**src/game_settings.svh**
```systemverilog
`ifndef GAME_SETTINGS_SVH
`define GAME_SETTINGS_SVH

// Visible screen area in pixels.
`define SCREEN_W            10'd640
`define SCREEN_H            10'd480

// Signed coordinates so that a sprite leaving the screen
// shows up as a negative value or a value past the edge.
`define COORD_W             11

// Sprite bounding boxes.
`define TARGET_W            32
`define TARGET_H            16
`define TORPEDO_W           4
`define TORPEDO_H           12

// Start positions, top left corner of each box.
`define TARGET_START_X      0
`define TARGET_START_Y      40
`define TORPEDO_START_X     318
`define TORPEDO_START_Y     460

// Speeds in pixels per frame.
`define TARGET_DX           4
`define TORPEDO_DY          8
`define STEER_DX            2

// Frames the result stays on screen before restart.
`define END_TIMER_FRAMES    8'd4

`endif

```
**src/game_pkg.sv**
```systemverilog
`include "game_settings.svh"

package game_pkg;

    // Top left corner of a sprite box.
    typedef struct packed
    {
        logic signed [`COORD_W - 1:0] x;
        logic signed [`COORD_W - 1:0] y;
    }
    sprite_pos_t;

    // Per-frame displacement, negative dy moves up.
    typedef struct packed
    {
        logic signed [7:0] dx;
        logic signed [7:0] dy;
    }
    sprite_vel_t;

    // Command from the master FSM to one sprite.
    typedef struct packed
    {
        logic write_xy;
        logic write_dxy;
        logic enable_update;
    }
    sprite_ctrl_t;

    // Player steering input for the torpedo.
    typedef enum logic [1:0]
    {
        steer_none  = 2'd0,
        steer_left  = 2'd1,
        steer_right = 2'd2
    }
    steer_t;

endpackage

```
**src/end_of_game_timer.sv**
```systemverilog
`timescale 1ns/1ps

`include "game_settings.svh"

module end_of_game_timer
(
    input  logic clk,
    input  logic reset,

    input  logic start,
    input  logic frame_tick,

    output logic running
);

    logic [7:0] frames_left;

    // Counts frames down to zero, a new start reloads.
    always_ff @(posedge clk or posedge reset)
    begin
        if (reset)
            frames_left <= '0;
        else if (start)
            frames_left <= `END_TIMER_FRAMES;
        else if (frame_tick && running)
            frames_left <= frames_left - 8'd1;
    end

    assign running = (frames_left != 8'd0);

endmodule

```
**src/game_master_fsm.sv**
```systemverilog
`timescale 1ns/1ps

module game_master_fsm
    import game_pkg::*;
(
    input  logic         clk,
    input  logic         reset,

    input  logic         key,

    input  logic         target_on_screen,
    input  logic         torpedo_on_screen,
    input  logic         collision,
    input  logic         timer_running,

    output sprite_ctrl_t target_ctrl,
    output sprite_ctrl_t torpedo_ctrl,

    output logic         timer_start,
    output logic         game_won
);

    typedef enum logic [2:0]
    {
        st_start_target    = 3'd0,
        st_wait_key        = 3'd1,
        st_start_torpedo   = 3'd2,
        st_wait_collision  = 3'd3,
        st_start_end_timer = 3'd4,
        st_game_won        = 3'd5,
        st_game_lost       = 3'd6
    }
    state_t;

    state_t state;
    state_t next_state;

    logic   end_of_game;
    logic   collision_reg;

    // A hit or either sprite off screen finishes the round.
    assign end_of_game = collision | ~target_on_screen | ~torpedo_on_screen;

    // Keeps the collision that ended the game for the decision
    // one cycle later.
    always_ff @(posedge clk or posedge reset)
    begin
        if (reset)
            collision_reg <= 1'b0;
        else
            collision_reg <= collision;
    end

    always_comb
    begin
        next_state = state;

        case (state)
            st_start_target:
                next_state = st_wait_key;

            st_wait_key:
            begin
                if (key)
                    next_state = st_start_torpedo;
                else if (end_of_game)
                    next_state = st_start_end_timer;
            end

            st_start_torpedo:
                next_state = st_wait_collision;

            st_wait_collision:
            begin
                if (end_of_game)
                    next_state = st_start_end_timer;
            end

            st_start_end_timer:
            begin
                if (collision_reg)
                    next_state = st_game_won;
                else
                    next_state = st_game_lost;
            end

            st_game_won,
            st_game_lost:
            begin
                if (!timer_running)
                    next_state = st_start_target;
            end

            default:
                next_state = st_start_target;
        endcase
    end

    always_ff @(posedge clk or posedge reset)
    begin
        if (reset)
            state <= st_start_target;
        else
            state <= next_state;
    end

    // Target is placed once and then flies in both wait states.
    assign target_ctrl.write_xy       = (state == st_start_target);
    assign target_ctrl.write_dxy      = (state == st_start_target);
    assign target_ctrl.enable_update  = (state == st_wait_key)
                                      | (state == st_wait_collision);

    // Torpedo velocity follows steer so it applies on the next update.
    assign torpedo_ctrl.write_xy      = (state == st_start_target);
    assign torpedo_ctrl.write_dxy     = (state == st_wait_key)
                                      | (state == st_wait_collision);
    assign torpedo_ctrl.enable_update = (state == st_wait_collision);

    assign timer_start = (state == st_start_end_timer);
    assign game_won    = (state == st_game_won);

endmodule

```
**src/game_top.sv**
```systemverilog
`timescale 1ns/1ps

`include "game_settings.svh"

module game_top
    import game_pkg::*;
(
    input  logic        clk,
    input  logic        reset,

    input  logic        key,
    input  steer_t      steer,
    input  logic        frame_tick,

    output sprite_pos_t target_pos,
    output sprite_pos_t torpedo_pos,

    output logic        game_won,
    output logic        game_over
);

    sprite_ctrl_t target_ctrl;
    sprite_ctrl_t torpedo_ctrl;
    sprite_vel_t  target_vel;
    sprite_vel_t  torpedo_vel;

    logic         target_on_screen;
    logic         torpedo_on_screen;
    logic         collision;
    logic         timer_start;
    logic         timer_running;

    // Target crosses left to right at a fixed speed.
    assign target_vel.dx = 8'(`TARGET_DX);
    assign target_vel.dy = 8'sd0;

    // Torpedo always climbs, steer only adds sideways drift.
    always_comb
    begin
        torpedo_vel.dy = 8'(-`TORPEDO_DY);

        case (steer)
            steer_left:  torpedo_vel.dx = 8'(-`STEER_DX);
            steer_right: torpedo_vel.dx = 8'(`STEER_DX);
            default:     torpedo_vel.dx = 8'sd0;
        endcase
    end

    game_master_fsm u_fsm
    (
        .clk               (clk),
        .reset             (reset),
        .key               (key),
        .target_on_screen  (target_on_screen),
        .torpedo_on_screen (torpedo_on_screen),
        .collision         (collision),
        .timer_running     (timer_running),
        .target_ctrl       (target_ctrl),
        .torpedo_ctrl      (torpedo_ctrl),
        .timer_start       (timer_start),
        .game_won          (game_won)
    );

    sprite_motion
    #(
        .START_X  (`TARGET_START_X),
        .START_Y  (`TARGET_START_Y),
        .SPRITE_W (`TARGET_W),
        .SPRITE_H (`TARGET_H)
    )
    u_target
    (
        .clk           (clk),
        .reset         (reset),
        .ctrl          (target_ctrl),
        .frame_tick    (frame_tick),
        .vel           (target_vel),
        .pos           (target_pos),
        .within_screen (target_on_screen)
    );

    sprite_motion
    #(
        .START_X  (`TORPEDO_START_X),
        .START_Y  (`TORPEDO_START_Y),
        .SPRITE_W (`TORPEDO_W),
        .SPRITE_H (`TORPEDO_H)
    )
    u_torpedo
    (
        .clk           (clk),
        .reset         (reset),
        .ctrl          (torpedo_ctrl),
        .frame_tick    (frame_tick),
        .vel           (torpedo_vel),
        .pos           (torpedo_pos),
        .within_screen (torpedo_on_screen)
    );

    sprite_overlap_detector
    #(
        .TARGET_W  (`TARGET_W),
        .TARGET_H  (`TARGET_H),
        .TORPEDO_W (`TORPEDO_W),
        .TORPEDO_H (`TORPEDO_H)
    )
    u_overlap
    (
        .target_pos  (target_pos),
        .torpedo_pos (torpedo_pos),
        .collision   (collision)
    );

    end_of_game_timer u_timer
    (
        .clk        (clk),
        .reset      (reset),
        .start      (timer_start),
        .frame_tick (frame_tick),
        .running    (timer_running)
    );

    // Result display lasts exactly as long as the timer.
    assign game_over = timer_running;

endmodule

```
**src/sprite_motion.sv**
```systemverilog
`timescale 1ns/1ps

`include "game_settings.svh"

module sprite_motion
    import game_pkg::*;
#(
    parameter int START_X  = 0,
    parameter int START_Y  = 0,
    parameter int SPRITE_W = 8,
    parameter int SPRITE_H = 8
)
(
    input  logic         clk,
    input  logic         reset,

    input  sprite_ctrl_t ctrl,
    input  logic         frame_tick,
    input  sprite_vel_t  vel,

    output sprite_pos_t  pos,
    output logic         within_screen
);

    // Largest top left corner that keeps the whole box visible.
    localparam int MAX_X = `SCREEN_W - SPRITE_W;
    localparam int MAX_Y = `SCREEN_H - SPRITE_H;

    localparam sprite_pos_t START_POS =
    '{
        x: `COORD_W'(START_X),
        y: `COORD_W'(START_Y)
    };

    sprite_vel_t vel_reg;

    always_ff @(posedge clk or posedge reset)
    begin
        if (reset)
            vel_reg <= '0;
        else if (ctrl.write_dxy)
            vel_reg <= vel;
    end

    // Start position load wins over motion.
    always_ff @(posedge clk or posedge reset)
    begin
        if (reset)
        begin
            pos <= START_POS;
        end
        else if (ctrl.write_xy)
        begin
            pos <= START_POS;
        end
        else if (ctrl.enable_update && frame_tick)
        begin
            pos.x <= pos.x + vel_reg.dx;
            pos.y <= pos.y + vel_reg.dy;
        end
    end

    assign within_screen = (pos.x >= 0) && (pos.x <= MAX_X)
                        && (pos.y >= 0) && (pos.y <= MAX_Y);

endmodule

```
**src/sprite_overlap_detector.sv**
```systemverilog
`timescale 1ns/1ps

module sprite_overlap_detector
    import game_pkg::*;
#(
    parameter int TARGET_W  = 32,
    parameter int TARGET_H  = 16,
    parameter int TORPEDO_W = 4,
    parameter int TORPEDO_H = 12
)
(
    input  sprite_pos_t target_pos,
    input  sprite_pos_t torpedo_pos,

    output logic        collision
);

    logic overlap_x;
    logic overlap_y;

    // Boxes overlap on an axis when each one starts
    // before the other one ends.
    assign overlap_x = (target_pos.x  < torpedo_pos.x + TORPEDO_W)
                    && (torpedo_pos.x < target_pos.x  + TARGET_W);

    assign overlap_y = (target_pos.y  < torpedo_pos.y + TORPEDO_H)
                    && (torpedo_pos.y < target_pos.y  + TARGET_H);

    assign collision = overlap_x & overlap_y;

endmodule

```
**config.mk**
```make
export PLATFORM = sky130hd
export DESIGN_NAME = game_top
export DESIGN_NICKNAME = d
export VERILOG_FILES = /design/src/game_pkg.sv /design/src/end_of_game_timer.sv /design/src/game_master_fsm.sv /design/src/game_top.sv /design/src/sprite_motion.sv /design/src/sprite_overlap_detector.sv
export VERILOG_INCLUDE_DIRS = /design/src /design/src/src
export SDC_FILE = /design/constraint.sdc
export NUM_CORES = 1
export LEC_CHECK = 0
export BUFFER_PORTS_ARGS = -buffer_cell sky130_fd_sc_hd__buf_2
export CAP_MARGIN = 40
export CELL_PAD_IN_SITES_DETAIL_PLACEMENT = 1
export CELL_PAD_IN_SITES_GLOBAL_PLACEMENT = 2
export CORE_AREA = 5 5 108 110
export CTS_BUF_LIST = sky130_fd_sc_hd__clkbuf_8
export CTS_CLUSTER_SIZE = 24
export DETAILED_ROUTE_END_ITERATION = 12
export DIE_AREA = 0 0 113 115
export PLACE_DENSITY = 0.92
export SYNTH_ARGS = -nofsm -noshare
export SYNTH_HDL_FRONTEND = slang
export SYNTH_SLANG_ARGS = --single-unit
```
**constraint.sdc**
```tcl
create_clock -name clk -period 3.3 [get_ports clk]
set_input_delay 0.66 -clock clk [delete_from_list [all_inputs] [get_ports clk]]
set_output_delay 0.66 -clock clk [all_outputs]
set_load 0.005 [all_outputs]
```
==> impl_metrics.yaml, run 1 <==
outcome:
  status: "finished clean"
cells_and_area:
  area_growth_pct: 10.9
  largest_reg_flops: 19
  regMostFlops: "u_torpedo.pos"
  fin_util: 0.401
  top_regs: "u_torpedo.pos: 19 flops, u_target.pos: 9 flops, u_timer.frames_left: 8 flops"
  fin_area_um2: 4250
  diodes: 0
  nets: 547
  drive_gt1_frac: 0.148
floorplan:
  ios: 52
  dieWidth_um: 113
  initial_utilization: 0.361
  rows: 38
  core-area_um2: 10600
  fp.dieArea_um2: 13000
  die_y_um: 115
setup_path:
  critPathRequiredTime_ns: 3.49
  critPathMaxFanout: 6
  end_kind: "flip-flop"
  crit_top_cell: "ha_1"
  slowest_delay_ns: 0.48
  cp-start-kind: "flip-flop"
  crit_buf_inv: 1
  path_cells: "ha_1 > nand3_1 > xnor2_1 > ha_1 > a21o_1 > a211oi_1 > mux2i_1 > a311o_2 > or4_4 > inv_1 > o21ai_0"
  cp_top_family: "compound AO/OA/AOI/OAI gates"
  arrival_ns: 3.16
  cp_slowest_cell: "or4_4"
  worstSetupPathType: "flip-flop to flip-flop"
global_routing:
  grt_pass1_wl_um: 17200
  grt_usage: 0.163
  grt-ovfl-total: 0
  grt_pass1_vias: 3511
  grt_max_degree: 34
  antenna_found_initial: 0
place:
  port_buffers: 37
  placed_area_um2: 4170
  routabilityCongestion: 0.783
  hpwl_um: 8220
  post-place-ws_ns: 0.338
power_and_ir_drop:
  power_density_nw_per_um2: 830
  p_total_mw: 3.52
  p_leak_nw: 2.00
  vdd_ir_drop_max_v: 0.000241
timing:
  fmax_mhz: 337
  maxSlewViolCount: 0
  setup_tns_ns: 0
  setup_viol: 0
  fin_crit_sh: 0.899
  setup_ws_ns: 0.332
  rsz0062_at_grt: "no"
  fin_skew_ns: 0.00299
  layout_min_cycle_time_ns: 2.97
  tightest_slew_ns: 0.643
  hold_viol_final: 0
  relSlewSlack: 0.570
route:
  drc_errors: 0
  avgRoutedWirePerCell_um: 16.5
  via_per_inst: 5.33
  num_vias: 3330
  routed_wl_um: 10300
  drt-initial-drc-count: 114
  ant_nets: 0
  firstDrtPassIters: 4
synth:
  synthArstFlopShare: 1.00
  yosys_most_used_dff: "dfrtp_1"
  synth_cell_types: 59
  syn_area_per_cell_um2: 8.68
  yosysSeqAreaShare: 0.291
  synth_edf_count: 0
  synth_top_area_frac: 0.216
  synth_area_leaders: "dfrtp_1, ha_1, dfstp_2"
  ys_warn_count: 0
  netlist_area_um2: 3830
  synth_top_cell_by_area: "dfrtp_1"
  syn_inst: 441
  ys_ff_latch: 44
flow_run:
  maxCapViolCount: 0
cts:
  cts_tree: "done"
  cts.path.max_buffers: 2
  ctsHoldBuffers: 0
  cts_resized: 0
  cts_buffers: 5
  clockRootBuffer: "clkbuf_8"
  postCtsSetupRepairBufs: 0
  htree_levels: 2
  clock_latency_ns: 0.31
  clk_pin_slew_ns: 0.08
  cts_sinks: 44
min_path:
  hold_class: "primary input to async pin"
==> cells by family (layout without fill, tap and decap cells) <==
family / after synthesis / after routing / synth area share
and+or+nand+nor: 138 / 138 / 0.180
AOI/OAI and AO/OA: 109 / 109 / 0.183
adders and majority gates: 58 / 58 / 0.195
buffers and inverters: 58 / 85 / 0.0748
DFF: 44 / 44 / 0.291
xor gates and xnor gates: 30 / 30 / 0.0686
other: 2 / 19 / 0.00196
muxes: 2 / 2 / 0.00523
==> routing by layer <==
metal | global-route usage | routed length, um
met4 | 0.0545 | 233
met3 | 0.0232 | 291
met1 | 0.188 | 4530
met5 | 0 | 0
met2 | 0.306 | 5250
==> Yosys cell counts, types with 2 or more instances <==
cell and count:
a2111oi_0 3, a211oi_1 5, a21boi_0 3, a21o_1 6, a21oi_1 25, a311oi_1 2, a31oi_1 2, and3_1 7
buf_4 16, clkbuf_1 6, conb_1 2, dfrtp_1 33, dfstp_2 11, fa_1 3, ha_1 54, inv_1 33
mux2i_1 2, nand2_1 30, nand2b_1 2, nand3_1 20, nand3b_1 2, nand4_1 3, nand4b_1 2, nor2_1 33
nor2b_1 4, nor3_1 19, nor3b_1 2, nor4_1 2, o211ai_1 5, o21a_1 7, o21ai_0 31, o21ai_1 2
o21bai_1 2, o22ai_1 2, o31ai_1 3, o41ai_1 2, or3_1 4, or4_4 2, xnor2_1 18, xor2_1 12
==> final timing paths <==
path | from | endpoint | slack, ns | depth (start not counted)
hold reg to reg | u_target.vel_reg[10] | u_target.vel_reg[10] | 0.48 | 1
setup / recovery | u_target.pos[17] | u_fsm.state[0] | 0.33 | 11
setup reg to reg | u_target.pos[17] | u_fsm.state[0] | 0.33 | 11
hold / removal | reset | u_target.pos[13] | 0.26 | 2
max in group asynchronous | reset | u_torpedo.pos[2] | 2.42 | 3
min in group clk | u_target.vel_reg[10] | u_target.vel_reg[10] | 0.48 | 1
==> stage by stage <==
stage / hold WS (ns) / cells
finish: 0.255 / 625
global route: 0.272 / 625
CTS: 0.256 / 625
detailed placement: 0.466 / 617
global placement: 0.461 / 615
floorplan: 0.444 / 458
==> worst reg2reg max path, cell delays in order (launching register included) <==
cell      delay [ns]
dfrtp_1         0.46
ha_1            0.26
nand3_1         0.17
xnor2_1         0.17
ha_1            0.30
a21o_1          0.18
a211oi_1        0.22
mux2i_1         0.10
a311o_2         0.32
or4_4           0.48
inv_1           0.10
o21ai_0         0.09
==> area by class of cell <==
cell class	count	area (um2)
clock buffer	5	68.8
clock inverter	3	12.5
fill	1289	6350
sequential	44	1110
timing repair buffer	44	255
inverter	33	124
tap	140	175
multi-input combinational	356	2500
==> cells in the final DEF (no fill, tap or decap), types with 7 or more instances in the layout <==
master and n:
buf_2 38, nand3_1 20, nand2_1 30, xnor2_1 18
xor2_1 12, nor3_1 18, o21a_1 7, o21ai_0 31
a21oi_1 25, dfstp_2 11, dfrtp_1 33, inv_1 34
nor2_1 33, and3_1 7, ha_1 54, conb_1 19
==> where the power goes <==
part / leakage [nW] / internal [mW] / switching [mW] / total [mW]
Sequential: 0.543 / 0.752 / 0.330 / 1.08
Clock: 0.0505 / 0.143 / 0.194 / 0.337
Combinational: 1.41 / 0.928 / 1.18 / 2.11
(Power assumes the default switching activity.)
==> run 2, diff against run 1 <==
--- a/config.mk
+++ b/config.mk
@@ -10,12 +10,14 @@
 export CAP_MARGIN = 40
 export CELL_PAD_IN_SITES_DETAIL_PLACEMENT = 1
 export CELL_PAD_IN_SITES_GLOBAL_PLACEMENT = 2
-export CORE_AREA = 5 5 108 110
+export CORE_AREA = 5 5 141 143
 export CTS_BUF_LIST = sky130_fd_sc_hd__clkbuf_8
 export CTS_CLUSTER_SIZE = 24
 export DETAILED_ROUTE_END_ITERATION = 12
-export DIE_AREA = 0 0 113 115
-export PLACE_DENSITY = 0.92
+export DIE_AREA = 0 0 146 148
+export PLACE_DENSITY = 0.91
 export SYNTH_ARGS = -nofsm -noshare
 export SYNTH_HDL_FRONTEND = slang
+export SYNTH_HIERARCHICAL = 1
 export SYNTH_SLANG_ARGS = --single-unit
+export TNS_END_PERCENT = 100
==> run 2 against run 1 <==
Net effect:
- register-to-register slack got worse by 0.20 ns
- critical endpoint is now u_fsm/state[1]
- synthesized cell count rose by 82%
- largest cell class unchanged
- first-iteration DRC count is 130% higher
==> impl_metrics.yaml, run 2 <==
cells_and_area:
  area_growth_pct: 15.8
  layout_common_cells: "ha_1, nand2_1, dfrtp_1"
  drive_gt1_frac: 0.211
  layout_commonest_cell: "ha_1"
  nets: 1006
  num-fill-cells: 2190
  diodes: 0
  top_regs: "u_target/pos: 22 flops, u_torpedo/pos: 22 flops"
synth:
  ys_top_cells_by_count: "ha_1, nand2_1, dfrtp_1"
  synth_top_cell_by_area: "dfrtp_1"
  synth_area_leaders: "dfrtp_1, ha_1, mux2_2"
  syn_inst: 803
  synth_cell_types: 78
  syn_area_per_cell_um2: 9.01
  ys_warn_count: 6
  ys_ff_latch: 88
  netlist_area_um2: 7240
  yosys_most_used_dff: "dfrtp_1"
  synth_edf_count: 0
  synth_most_common_cell: "ha_1"
  yosysSeqAreaShare: 0.307
  synthArstFlopShare: 1.00
  synth_top_area_frac: 0.259
timing:
  fin_crit_sh: 0.960
  tightest_slew_ns: 0.710
  whs_ns: 0.197
  setup_tns_ns: 0
  maxSlewViolCount: 0
  layout_min_cycle_time_ns: 3.17
  fin_skew_ns: 0.0129
  hold_viol_final: 0
  rsz0062_at_grt: "yes"
  setup_viol: 0
  fmax_mhz: 316
  relSlewSlack: 0.522
setup_path:
  worstSetupPathType: "flip-flop to flip-flop"
  crit_buf_inv: 1
  critPathRequiredTime_ns: 3.61
  end_kind: "flip-flop"
  cp_slowest_cell: "dfstp_2"
  critPathMaxFanout: 3
  cp-start-kind: "flip-flop"
  critPathLaunch: "u_target/pos[5]"
  reg2reg_from: "u_target/pos[5]"
  slowest_delay_ns: 0.56
  path_cells: "ha_4 > and3_4 > nand3_2 > xor2_1 > ha_1 > buf_6 > a21oi_4 > a21boi_2 > a2111oi_4 > o21ai_1 > xor2_1 > o2111a_1 > nand3b_1 > a311o_1 > o21ai_1"
  arrival_ns: 3.48
  cp_top_family: "compound AO/OA/AOI/OAI gates"
floorplan:
  core-area_um2: 18500
  fp.dieArea_um2: 21600
  dieWidth_um: 146
  ios: 52
  die_y_um: 148
  rows: 50
  initial_utilization: 0.392
global_routing:
  grt_pass1_vias: 6842
  antenna_found_initial: 0
  grt_max_degree: 64
  grt_usage: 0.193
  grt-ovfl-total: 0
  grt_pass1_wl_um: 34600
route:
  drt-initial-drc-count: 258
  avgRoutedWirePerCell_um: 17.8
  ant_nets: 0
  via_per_inst: 5.62
  firstDrtPassIters: 4
  routed_wl_um: 20400
  num_vias: 6434
  drc_errors: 0
power_and_ir_drop:
  internal_power_mw: 4.53
  vdd_ir_drop_max_v: 0.000446
  power_density_nw_per_um2: 1050
  p_leak_nw: 3.89
  p_switching_mw: 4.26
  pwr-share-seq: 0.247
  swShare: 0.484
  p_clk_frac: 0.080
  pwr-share-comb: 0.673
cts:
  cts.path.max_buffers: 2
  clock_latency_ns: 0.39
  cts_buffers: 9
  clockRootBuffer: "clkbuf_8"
  clk_pin_slew_ns: 0.09
  htree_levels: 3
  cts_sinks: 88
  ctsHoldBuffers: 0
  cts_tree: "done"
flow_run:
  maxCapViolCount: 0
min_path:
  hold_class: "primary input to async pin"
place:
  port_buffers: 51
  hpwl_um: 15400
  routabilityCongestion: 0.847
outcome:
  status: "finished clean"
run 2: cells by family (layout without fill, tap and decap cells):
group | count (synthesis) | count (layout) | share of synthesized area
AO/OA/AOI/OAI | 225 | 225 | 0.203
XOR/XNOR | 41 | 41 | 0.0496
adder cells (fa/ha/maj) | 95 | 95 | 0.168
buffers and inverters | 70 | 154 | 0.0403
flip-flops | 88 | 88 | 0.307
multiplexers | 37 | 37 | 0.0571
other | 2 | 25 | 0.00104
AND/OR/NAND/NOR | 245 | 245 | 0.174
run 2: repair_timing:
item,CTS,global route
buffers inserted,1,4
pin swaps,2,13
gates resized for setup,3,21
hold endpoints to repair,0,0
setup endpoints to repair,2,3
run 2: power groups by stage:
stage	Combinational, mW	Sequential, mW	Clock (mW)
CTS	5.81	2.17	0.721
floorplan	4.07	2.13	0
global route	6.65	2.26	0.765
detailed placement	5.72	2.19	0
global placement	5.55	2.16	0
finish	5.92	2.17	0.702
run 2: final cells by class:
cell class,instances,area (um2),share of cell area
Clock buffer,10,138,0.0164
Clock inverter,5,26.3,0.00314
Inverter,42,158,0.0188
Multi-Input combinational cell,668,4910,0.586
Sequential cell,88,2220,0.265
Tap cell,234,293,0.0350
Timing Repair Buffer,97,637,0.0760
run 2: stage by stage:
step | instance area [um2] | setup WS, ns | power [mW] | instances | utilization
3_3_place_gp | 8060 | 0.0241 | 7.71 | 1123 | 0.437
3_5_place_dp | 8080 | -0.131 | 7.91 | 1124 | 0.438
6_report | 8380 | 0.132 | 8.79 | 1144 | 0.454
4_1_cts | 8270 | 0.000905 | 8.70 | 1140 | 0.448
5_1_grt | 8380 | -0.0810 | 9.68 | 1144 | 0.454
2_1_floorplan | 7320 | 0.0433 | 6.20 | 826 | -
run 2: layer usage:
metal  up-vias  part of all wire  global-route usage
li1       3136                 -                   -
met1      3216              0.47               0.249
met4         0             0.014              0.0532
met5         -                 0                   0
met2        66              0.50               0.343
met3        16             0.019              0.0239
run 2: final timing paths:
kind	to	slack (ns)	cells after the start
worst max-delay path	u_fsm/state[1]	0.13	15
worst min-delay path	u_fsm/state[1]	0.20	2
worst max register to register	u_fsm/state[1]	0.13	15
worst min register to register	u_target/vel_reg[8]	0.52	1
max in group asynchronous	u_target/pos[3]	2.45	4
min in group clk	u_target/vel_reg[8]	0.52	1
